==> src/hw/mips_pkg.sv <==
`default_nettype none

package mips_pkg;
        localparam int XLEN = 32;
        localparam int REG_AW = 5;

        typedef logic [XLEN-1:0] word_t;
        typedef logic [REG_AW-1:0] reg_idx_t;

        localparam word_t RESET_PC = '0;

        typedef enum logic [5:0] {
                OP_SPECIAL = 6'h00,
                OP_BEQ = 6'h04,
                OP_BNE = 6'h05,
                OP_ADDIU = 6'h09,
                OP_ORI = 6'h0d,
                OP_LUI = 6'h0f,
                OP_LW = 6'h23,
                OP_SW = 6'h2b
        } opcode_e;

        typedef enum logic [5:0] {
                FN_ADDU = 6'h21,
                FN_SUBU = 6'h23,
                FN_AND = 6'h24,
                FN_OR = 6'h25,
                FN_SLT = 6'h2a
        } funct_e;

        typedef enum logic [2:0] {
                ALU_NOP = 3'd0, // must stay zero, an all-zero stage register is a nop
                ALU_ADD = 3'd1,
                ALU_SUB = 3'd2,
                ALU_AND = 3'd3,
                ALU_OR = 3'd4,
                ALU_SLT = 3'd5,
                ALU_LUI = 3'd6
        } alu_op_e;

        typedef struct packed {
                word_t instr;
                word_t pc;
        } if_id_t;

        typedef struct packed {
                alu_op_e op;
                word_t a;
                word_t b;
                reg_idx_t dst;
                logic reg_wr;
                logic load;
                logic store;
                word_t store_data;
        } id_ex_t;

        typedef struct packed {
                word_t result; // alu result or memory address
                word_t store_data;
                reg_idx_t dst;
                logic reg_wr;
                logic load;
                logic store;
        } ex_mm_t;

        typedef struct packed {
                logic wr;
                reg_idx_t dst;
                word_t data;
                logic load; // data not valid yet
        } fwd_t;

        typedef struct packed {
                logic we;
                reg_idx_t idx;
                word_t data;
        } wb_t;
endpackage

`default_nettype wire

==> src/hw/decode_stage.sv <==
`default_nettype none

module decode_stage (
        input wire clk,
        input wire rst_n,
        input wire freeze_i,
        input wire hold_i,
        input wire bubble_i,
        input wire mips_pkg::if_id_t if_id_i,
        input wire mips_pkg::word_t rs_data_i,
        input wire mips_pkg::word_t rt_data_i,
        output mips_pkg::reg_idx_t rs_o,
        output mips_pkg::reg_idx_t rt_o,
        input wire mips_pkg::fwd_t ex_fwd_i,
        input wire mips_pkg::fwd_t mm_fwd_i,
        input wire mips_pkg::wb_t wb_i,
        output logic redirect_o,
        output mips_pkg::word_t target_o,
        output mips_pkg::id_ex_t id_ex_o
);
        mips_pkg::word_t instr;
        mips_pkg::opcode_e opcode;
        mips_pkg::word_t imm_sext;
        mips_pkg::word_t imm_zext;
        mips_pkg::word_t rs_val;
        mips_pkg::word_t rt_val;
        mips_pkg::id_ex_t id_ex_d;
        logic is_beq;
        logic is_bne;

        // youngest producer wins, r0 never forwarded
        function automatic mips_pkg::word_t pick_operand(
                input mips_pkg::reg_idx_t idx,
                input mips_pkg::word_t rf_val,
                input mips_pkg::fwd_t ex,
                input mips_pkg::fwd_t mm,
                input mips_pkg::wb_t wb
        );
                mips_pkg::word_t val;
                val = rf_val;
                if (idx != '0) begin
                        if (ex.wr && ex.dst == idx) begin
                                val = ex.data;
                        end else if (mm.wr && mm.dst == idx) begin
                                val = mm.data;
                        end else if (wb.we && wb.idx == idx) begin
                                val = wb.data;
                        end
                end
                return val;
        endfunction

        assign instr = if_id_i.instr;
        assign opcode = mips_pkg::opcode_e'(instr[31:26]);
        assign rs_o = instr[25:21];
        assign rt_o = instr[20:16];
        assign imm_sext = {{16{instr[15]}}, instr[15:0]};
        assign imm_zext = {16'b0, instr[15:0]};
        assign rs_val = pick_operand(rs_o, rs_data_i, ex_fwd_i, mm_fwd_i, wb_i);
        assign rt_val = pick_operand(rt_o, rt_data_i, ex_fwd_i, mm_fwd_i, wb_i);

        always_comb begin
                id_ex_d = '0;
                is_beq = 1'b0;
                is_bne = 1'b0;
                id_ex_d.a = rs_val;
                id_ex_d.b = imm_sext;
                id_ex_d.dst = rt_o;
                case (opcode)
                        mips_pkg::OP_SPECIAL: begin
                                id_ex_d.b = rt_val;
                                id_ex_d.dst = instr[15:11];
                                id_ex_d.reg_wr = 1'b1;
                                case (mips_pkg::funct_e'(instr[5:0]))
                                        mips_pkg::FN_ADDU: id_ex_d.op = mips_pkg::ALU_ADD;
                                        mips_pkg::FN_SUBU: id_ex_d.op = mips_pkg::ALU_SUB;
                                        mips_pkg::FN_AND: id_ex_d.op = mips_pkg::ALU_AND;
                                        mips_pkg::FN_OR: id_ex_d.op = mips_pkg::ALU_OR;
                                        mips_pkg::FN_SLT: id_ex_d.op = mips_pkg::ALU_SLT;
                                        default: id_ex_d.reg_wr = 1'b0; // sll and friends act as nop
                                endcase
                        end
                        mips_pkg::OP_ADDIU: begin
                                id_ex_d.op = mips_pkg::ALU_ADD;
                                id_ex_d.reg_wr = 1'b1;
                        end
                        mips_pkg::OP_ORI: begin
                                id_ex_d.op = mips_pkg::ALU_OR;
                                id_ex_d.b = imm_zext;
                                id_ex_d.reg_wr = 1'b1;
                        end
                        mips_pkg::OP_LUI: begin
                                id_ex_d.op = mips_pkg::ALU_LUI;
                                id_ex_d.b = imm_zext;
                                id_ex_d.reg_wr = 1'b1;
                        end
                        mips_pkg::OP_LW: begin
                                id_ex_d.op = mips_pkg::ALU_ADD;
                                id_ex_d.reg_wr = 1'b1;
                                id_ex_d.load = 1'b1;
                        end
                        mips_pkg::OP_SW: begin
                                id_ex_d.op = mips_pkg::ALU_ADD;
                                id_ex_d.store = 1'b1;
                                id_ex_d.store_data = rt_val;
                        end
                        mips_pkg::OP_BEQ: is_beq = 1'b1;
                        mips_pkg::OP_BNE: is_bne = 1'b1;
                        default: id_ex_d = '0;
                endcase
        end

        // a branch waiting on a load must not redirect yet
        assign redirect_o = ((is_beq && rs_val == rt_val) || (is_bne && rs_val != rt_val))
                && !hold_i;
        assign target_o = if_id_i.pc + 32'd4 + {imm_sext[29:0], 2'b00};

        always_ff @(posedge clk or negedge rst_n) begin
                if (!rst_n) begin
                        id_ex_o <= '0;
                end else if (!freeze_i) begin
                        if (bubble_i) begin
                                id_ex_o <= '0;
                        end else begin
                                id_ex_o <= id_ex_d;
                        end
                end
        end
endmodule

`default_nettype wire

==> src/hw/exec_stage.sv <==
`default_nettype none

module exec_stage (
        input wire clk,
        input wire rst_n,
        input wire freeze_i,
        input wire mips_pkg::id_ex_t id_ex_i,
        output mips_pkg::fwd_t ex_fwd_o,
        output mips_pkg::ex_mm_t ex_mm_o
);
        mips_pkg::word_t result;

        always_comb begin
                case (id_ex_i.op)
                        mips_pkg::ALU_ADD: result = id_ex_i.a + id_ex_i.b; // also lw/sw address
                        mips_pkg::ALU_SUB: result = id_ex_i.a - id_ex_i.b;
                        mips_pkg::ALU_AND: result = id_ex_i.a & id_ex_i.b;
                        mips_pkg::ALU_OR: result = id_ex_i.a | id_ex_i.b;
                        mips_pkg::ALU_SLT: result = {31'b0, $signed(id_ex_i.a) < $signed(id_ex_i.b)};
                        mips_pkg::ALU_LUI: result = {id_ex_i.b[15:0], 16'b0};
                        default: result = '0;
                endcase
        end

        // a load here only has its address, pipe_ctl stalls the consumer
        assign ex_fwd_o = '{
                wr: id_ex_i.reg_wr,
                dst: id_ex_i.dst,
                data: result,
                load: id_ex_i.load
        };

        always_ff @(posedge clk or negedge rst_n) begin
                if (!rst_n) begin
                        ex_mm_o <= '0;
                end else if (!freeze_i) begin
                        ex_mm_o <= '{
                                result: result,
                                store_data: id_ex_i.store_data,
                                dst: id_ex_i.dst,
                                reg_wr: id_ex_i.reg_wr,
                                load: id_ex_i.load,
                                store: id_ex_i.store
                        };
                end
        end
endmodule

`default_nettype wire

==> src/hw/fetch_stage.sv <==
`default_nettype none

module fetch_stage (
        input wire clk,
        input wire rst_n,
        input wire freeze_i,
        input wire hold_i,
        input wire redirect_i,
        input wire mips_pkg::word_t target_i,
        input wire mips_pkg::word_t instr_i,
        output mips_pkg::word_t pc_o,
        output mips_pkg::if_id_t if_id_o
);
        mips_pkg::word_t pc;

        assign pc_o = pc; // rom answers in the same cycle

        always_ff @(posedge clk or negedge rst_n) begin
                if (!rst_n) begin
                        pc <= mips_pkg::RESET_PC;
                        if_id_o <= '0;
                end else if (!freeze_i && !hold_i) begin
                        // the word fetched beside a taken branch is its delay slot
                        pc <= redirect_i ? target_i : pc + 32'd4;
                        if_id_o <= '{instr: instr_i, pc: pc};
                end
        end
endmodule

`default_nettype wire

==> src/hw/mem_stage.sv <==
`default_nettype none

module mem_stage (
        input wire clk,
        input wire rst_n,
        input wire freeze_i,
        input wire mips_pkg::ex_mm_t ex_mm_i,
        output mips_pkg::word_t dbus_addr_o,
        output mips_pkg::word_t dbus_wdata_o,
        output logic dbus_read_o,
        output logic dbus_write_o,
        input wire mips_pkg::word_t dbus_rdata_i,
        output mips_pkg::fwd_t mm_fwd_o,
        output mips_pkg::wb_t wb_o
);
        mips_pkg::word_t wb_val;

        assign dbus_addr_o = ex_mm_i.result;
        assign dbus_wdata_o = ex_mm_i.store_data;
        assign dbus_read_o = ex_mm_i.load;
        assign dbus_write_o = ex_mm_i.store;

        assign wb_val = ex_mm_i.load ? dbus_rdata_i : ex_mm_i.result;

        // read data is valid whenever the pipe moves, so it is always ready here
        assign mm_fwd_o = '{
                wr: ex_mm_i.reg_wr,
                dst: ex_mm_i.dst,
                data: wb_val,
                load: 1'b0
        };

        always_ff @(posedge clk or negedge rst_n) begin
                if (!rst_n) begin
                        wb_o <= '0;
                end else if (!freeze_i) begin
                        wb_o <= '{we: ex_mm_i.reg_wr, idx: ex_mm_i.dst, data: wb_val};
                end
        end

        a_rw_excl: assert property (@(posedge clk) disable iff (!rst_n)
                !(dbus_read_o && dbus_write_o));

        // freeze is the bus stall, the request must not move under it
        a_req_stable: assert property (@(posedge clk) disable iff (!rst_n)
                freeze_i && (dbus_read_o || dbus_write_o)
                |=> $stable({dbus_addr_o, dbus_wdata_o, dbus_read_o, dbus_write_o}));
endmodule

`default_nettype wire

==> src/hw/mips_core.sv <==
`default_nettype none

module mips_core (
        input wire clk,
        input wire rst_n,
        output wire mips_pkg::word_t ibus_addr_o,
        input wire mips_pkg::word_t ibus_rdata_i,
        output wire mips_pkg::word_t dbus_addr_o,
        output wire mips_pkg::word_t dbus_wdata_o,
        output wire dbus_read_o,
        output wire dbus_write_o,
        input wire mips_pkg::word_t dbus_rdata_i,
        input wire dbus_stall_i
);
        wire mips_pkg::if_id_t if_id;
        wire mips_pkg::id_ex_t id_ex;
        wire mips_pkg::ex_mm_t ex_mm;
        wire mips_pkg::fwd_t ex_fwd;
        wire mips_pkg::fwd_t mm_fwd;
        wire mips_pkg::wb_t wb;
        wire mips_pkg::word_t target;
        wire mips_pkg::word_t rs_data;
        wire mips_pkg::word_t rt_data;
        wire mips_pkg::reg_idx_t rs;
        wire mips_pkg::reg_idx_t rt;
        wire redirect;
        wire freeze;
        wire hold;
        wire bubble;

        fetch_stage u_fetch (
                .clk(clk),
                .rst_n(rst_n),
                .freeze_i(freeze),
                .hold_i(hold),
                .redirect_i(redirect),
                .target_i(target),
                .instr_i(ibus_rdata_i),
                .pc_o(ibus_addr_o),
                .if_id_o(if_id)
        );

        decode_stage u_decode (
                .clk(clk),
                .rst_n(rst_n),
                .freeze_i(freeze),
                .hold_i(hold),
                .bubble_i(bubble),
                .if_id_i(if_id),
                .rs_data_i(rs_data),
                .rt_data_i(rt_data),
                .rs_o(rs),
                .rt_o(rt),
                .ex_fwd_i(ex_fwd),
                .mm_fwd_i(mm_fwd),
                .wb_i(wb),
                .redirect_o(redirect),
                .target_o(target),
                .id_ex_o(id_ex)
        );

        reg_file u_regs (
                .clk(clk),
                .rst_n(rst_n),
                .rs_i(rs),
                .rt_i(rt),
                .wb_i(wb),
                .rs_data_o(rs_data),
                .rt_data_o(rt_data)
        );

        exec_stage u_exec (
                .clk(clk),
                .rst_n(rst_n),
                .freeze_i(freeze),
                .id_ex_i(id_ex),
                .ex_fwd_o(ex_fwd),
                .ex_mm_o(ex_mm)
        );

        mem_stage u_mem (
                .clk(clk),
                .rst_n(rst_n),
                .freeze_i(freeze),
                .ex_mm_i(ex_mm),
                .dbus_addr_o(dbus_addr_o),
                .dbus_wdata_o(dbus_wdata_o),
                .dbus_read_o(dbus_read_o),
                .dbus_write_o(dbus_write_o),
                .dbus_rdata_i(dbus_rdata_i),
                .mm_fwd_o(mm_fwd),
                .wb_o(wb)
        );

        pipe_ctl u_ctl (
                .dbus_stall_i(dbus_stall_i),
                .rs_i(rs),
                .rt_i(rt),
                .ex_fwd_i(ex_fwd),
                .freeze_o(freeze),
                .hold_o(hold),
                .bubble_o(bubble)
        );
endmodule

`default_nettype wire

==> src/hw/pipe_ctl.sv <==
`default_nettype none

module pipe_ctl (
        input wire dbus_stall_i,
        input wire mips_pkg::reg_idx_t rs_i,
        input wire mips_pkg::reg_idx_t rt_i,
        input wire mips_pkg::fwd_t ex_fwd_i,
        output logic freeze_o,
        output logic hold_o,
        output logic bubble_o
);
        logic load_use;

        // load in execute feeding the instruction in decode
        assign load_use = ex_fwd_i.load && ex_fwd_i.wr && ex_fwd_i.dst != '0
                && (ex_fwd_i.dst == rs_i || ex_fwd_i.dst == rt_i);

        assign freeze_o = dbus_stall_i;
        assign hold_o = load_use && !dbus_stall_i; // freeze already holds everything
        assign bubble_o = load_use && !dbus_stall_i;
endmodule

`default_nettype wire

==> src/hw/reg_file.sv <==
`default_nettype none

module reg_file (
        input wire clk,
        input wire rst_n,
        input wire mips_pkg::reg_idx_t rs_i,
        input wire mips_pkg::reg_idx_t rt_i,
        input wire mips_pkg::wb_t wb_i,
        output mips_pkg::word_t rs_data_o,
        output mips_pkg::word_t rt_data_o
);
        mips_pkg::word_t regs [2**mips_pkg::REG_AW];

        always_ff @(posedge clk or negedge rst_n) begin
                if (!rst_n) begin
                        for (int i = 0; i < 2**mips_pkg::REG_AW; i++) begin
                                regs[i] <= '0;
                        end
                end else if (wb_i.we && wb_i.idx != '0) begin
                        regs[wb_i.idx] <= wb_i.data;
                end
        end

        // same-cycle write is seen through the writeback forward in decode
        assign rs_data_o = regs[rs_i];
        assign rt_data_o = regs[rt_i];

        a_r0_zero: assert property (@(posedge clk) disable iff (!rst_n)
                (rs_i != '0 || rs_data_o == '0) && (rt_i != '0 || rt_data_o == '0));
endmodule

`default_nettype wire

==> config.mk <==
export PLATFORM = sky130hd
export DESIGN_NAME = mips_core
export DESIGN_NICKNAME = d
export VERILOG_FILES = /design/src/hw/mips_pkg.sv /design/src/hw/decode_stage.sv /design/src/hw/exec_stage.sv /design/src/hw/fetch_stage.sv /design/src/hw/mem_stage.sv /design/src/hw/mips_core.sv /design/src/hw/pipe_ctl.sv /design/src/hw/reg_file.sv
export SDC_FILE = /design/constraint.sdc
export NUM_CORES = 2
export LEC_CHECK = 0
export ABC_AREA = 1
export BUFFER_PORTS_ARGS = -buffer_cell sky130_fd_sc_hd__buf_2
export CAP_MARGIN = 20
export CORE_MARGIN = 4
export CORE_UTILIZATION = 30
export CTS_CLUSTER_DIAMETER = 40
export CTS_CLUSTER_SIZE = 20
export DETAILED_ROUTE_END_ITERATION = 8
export PLACE_DENSITY = 0.57
export SETUP_SLACK_MARGIN = 0.3
export SYNTH_ARGS = -nofsm -noshare
export SYNTH_HDL_FRONTEND = slang
export SYNTH_SLANG_ARGS = --single-unit
==> constraint.sdc <==
create_clock -name clk -period 3.34 [get_ports clk]
set_input_delay 0.334 -clock clk [delete_from_list [all_inputs] [get_ports clk]]
set_output_delay 0.334 -clock clk [all_outputs]
set_load 0.01 [all_outputs]
==> results.md <==
* Max Cap Violations at 0
* Failing checks: negative setup slack
* FP Rows at 191
* Post-Synthesis Cells at 11900
* Delay-heaviest family, CP: simple AND/OR/NAND/NOR gates
* Antenna Violating Nets Remaining at 0
* First-pass GRT wire length at 560000 um
* IO Port Bufs at 164
* CTS Buf Count at 230
* Clock latency on the worst-skew pair at 0.92 ns
* Slew headroom at 32.2%
* Worst reg2reg path endpoint: u_fetch.pc_o[3]$_DFFE_PN0P_
* Slack of the worst reg-to-reg path at -0.55 ns
* Cell variety after synth at 46
* Predominant post-synthesis flop cell: dfrtp_1
* Via count at 89600
* R2R Path Start: u_fetch.if_id_o[48]$_DFFE_PN0P_
* FF-to-FF path depth at 26
* Clock buffer depth at 4
* Largest net degree at the start of global routing at 124
* Worst Path Arrival at 4.64 ns
* Initial antenna violation count at 11
* Fin. max-slew vios at 0
* DRT iter0 DRCs at 12700
* PnR worst setup slack at -0.546 ns
* Fin Hold WS at 0.0484 ns
* Clk_skew at 0.0653 ns
* Worst-path clk slew at 0.06 ns
* Cell Pwr Density at 544 mW/mm^2
* Buf/Inv on CP at 8
* GRT overflow at 0
* Post-synth EDFFs at 0
* Vias in the first global route at 81700
* Most common cell after layout, fill and taps aside: nand2_1
* Status: finished with violations
* Area of the mapped netlist at 0.0815 sq mm
* Total Routing Usage GR at 26.5%
* I/O pin count at 165
* Filler cells at 27800
* Die height at 529 um
* Finish-stage setup viols at 32
* Hold Vio Cnt, Final at 0
* Slowest cell on crit path: dfrtp_4
* Root Buffer Master: clkbuf_16
* Initial core utilization at 30.1%
* DPL Wire Length at 267000 um
* Routed WL at 393000 um
* Synth Area per Inst at 6.86 sq um
* Min cycle time layout at 3.89 ns
* Routed length per placed instance at 23.6 um
* Hold Path End: u_mem.wb_o[0]$_DFFE_PN0N_
* Post-synthesis sequential area ratio at 41.1%
* RSZ-0062 raised after global routing: true
* TritonCTS clock tree: done
* Final core utilization at 40.3%
* Post-DR vias/cell at 5.37
* Number of register bits inferred by synthesis at 1337
* First-pass DRT Iterations at 7
* Die area at 0.280 sq mm
* Layout cells sized above 1 at 20.6%
* Slew @ Worst Pin at 1.01 ns
* Hold Path Class: in2reg
* Max Freq at 257 MHz
* Post-synth ARST share at 100%
* H-tree depth at 4
* Most frequent cells in the layout: nand2_1, o21ai_0, dfrtp_1
* Core area at 0.271 sq mm
* Net Count, Synth at 12100
* Die Wd at 529 um
* CTS sink count at 1337
* Leakage at 50.7 nW
* Setup CP Type: reg2reg
* Synth warn at 0
* Worst setup EP type: flip-flop
* Startpoint Class: flip-flop
* Critical path's largest stage delay at 0.53 ns
* Worst Path Required at 4.09 ns
* Fin crit share at 116%
* Area growth syn-to-layout at 33.8%
* Hold Startpoint: dbus_rdata_i[0]
* Worst-path fanout max at 15
* Maximum vdd drop at 0.000487 V
* Min-Delay Path Depth at 6
* Tot Pwr at 59.4 mW
* DRC violations left at 0
* GPL Wtd Cong at 1.02
* Nets at 13100
-- what timing repair did --
| item | 4_1_cts | 5_1_grt |
|---|---|---|
| pin swaps | 3 | 148 |
| hold buffers | 62 | 0 |
| endpoints found under the setup margin | 105 | 152 |
| buffers inserted | 5 | 79 |
| hold endpoints to repair | 897 | 0 |
| gates resized for setup | 73 | 641 |
| gates cloned | 0 | 33 |
-- registers in the layout, indices dropped and copies added, names as in the netlist --
register / count
u_regs.regs: 1024
u_decode.id_ex_o: 107
u_exec.ex_mm_o: 72
u_fetch.if_id_o: 64
u_mem.wb_o: 38
u_fetch.pc_o: 32
-- worst reg2reg max path, delay by kind of cell, from the launching register on --
family          cells  cell delay, ns
simple gates       16            1.78
buf+inv             8            1.27
flops               1            0.53
compound gates      2            0.18
-- metrics by stage --
step	instance area, sq um	TNS [ns]	setup WS, ns	instances
2_1_floorplan	81500	0	0.301	11900
3_3_place_gp	96100	-27.51	-0.872	16100
3_5_place_dp	96100	-26.86	-0.858	16100
4_1_cts	105000	-15.88	-0.539	16600
5_1_grt	109000	-22.22	-0.729	16700
6_report	109000	-16.60	-0.546	16700
-- cell type report --
type | count | area (sq um) | share of cell area [%]
diodes | 3 | 7.51 | 0.00689
clock buffers | 265 | 6110 | 5.60
clock inverters | 159 | 1990 | 1.82
inverters | 814 | 3160 | 2.90
multi-input cells | 8750 | 42700 | 39.2
flip-flops and latches | 1337 | 33500 | 30.7
well taps | 3570 | 4470 | 4.10
repair buffers | 1769 | 17000 | 15.6
repair inverters | 2 | 22.5 | 0.0207
-- cell families (layout without fill, tap and decap cells) --
family | Yosys count | in the layout | share of synthesized area (%)
simple gates | 5814 | 5814 | 29.2
compound gates | 2697 | 2697 | 16.9
buf+inv | 1789 | 3009 | 9.40
flops | 1337 | 1337 | 41.1
fa+ha+maj | 163 | 163 | 2.53
xor+xnor | 65 | 65 | 0.699
mux | 11 | 11 | 0.137
other cells | 0 | 3 | 0
-- Yosys cell counts (all sizes together), types with 10 or more instances --
| master | n | area (sq um) |
|---|---|---|
| buf | 493 | 2790 |
| o21ai | 1525 | 7630 |
| nand3b | 19 | 143 |
| nand3 | 1332 | 6700 |
| mux2i | 10 | 100 |
| dfrtp | 1337 | 33500 |
| xnor2 | 13 | 114 |
| xor2 | 52 | 455 |
| a21oi | 988 | 4940 |
| a21boi | 10 | 75.1 |
| inv | 807 | 3030 |
| nand4 | 42 | 263 |
| nor2 | 626 | 2360 |
| nand2 | 3737 | 14000 |
| o211ai | 19 | 143 |
| ha | 160 | 2000 |
| o22ai | 124 | 776 |
| clkbuf | 482 | 1810 |
| nor3 | 42 | 215 |
-- worst max-delay path by stage --
stage / from / end / slack, ns / cells past startpoint
6_report: u_fetch.if_id_o[48]$_DFFE_PN0P_ / u_fetch.pc_o[3]$_DFFE_PN0P_ / -0.55 / 26
3_3_place_gp: u_decode.id_ex_o[51]$_DFFE_PN0N_ / u_fetch.pc_o[19]$_DFFE_PN0P_ / -0.87 / 29
4_1_cts: u_decode.id_ex_o[40]$_DFFE_PN0N_ / u_fetch.pc_o[2]$_DFFE_PN0P_ / -0.54 / 31
3_5_place_dp: u_decode.id_ex_o[40]$_DFFE_PN0N_ / u_fetch.pc_o[2]$_DFFE_PN0P_ / -0.86 / 31
5_1_grt: u_decode.id_ex_o[45]$_DFFE_PN0N_ / u_fetch.pc_o[7]$_DFFE_PN0P_ / -0.73 / 31
2_1_floorplan: u_decode.id_ex_o[40]$_DFFE_PN0N_ / u_fetch.pc_o[26]$_DFFE_PN0P_ / 0.30 / 30
-- power breakdown --
group	leakage [nW]	internal, mW	switching (mW)
Combinational	28.4	6.37	9.96
Clock	3.85	15.6	9.50
Sequential	18.4	17.1	0.838
-- per-layer routing --
layer	part of all wire [%]	vias up	global-route usage, %	wire (um)
met5	0.0053	-	0	21
met4	5.9	4	13.0	23100
met3	9.7	1052	4.68	38000
met2	42	4888	39.6	167000
met1	42	42700	36.8	165000
li1	-	40900	-	-
No activity file was read; power rests on OpenSTA's default activity.
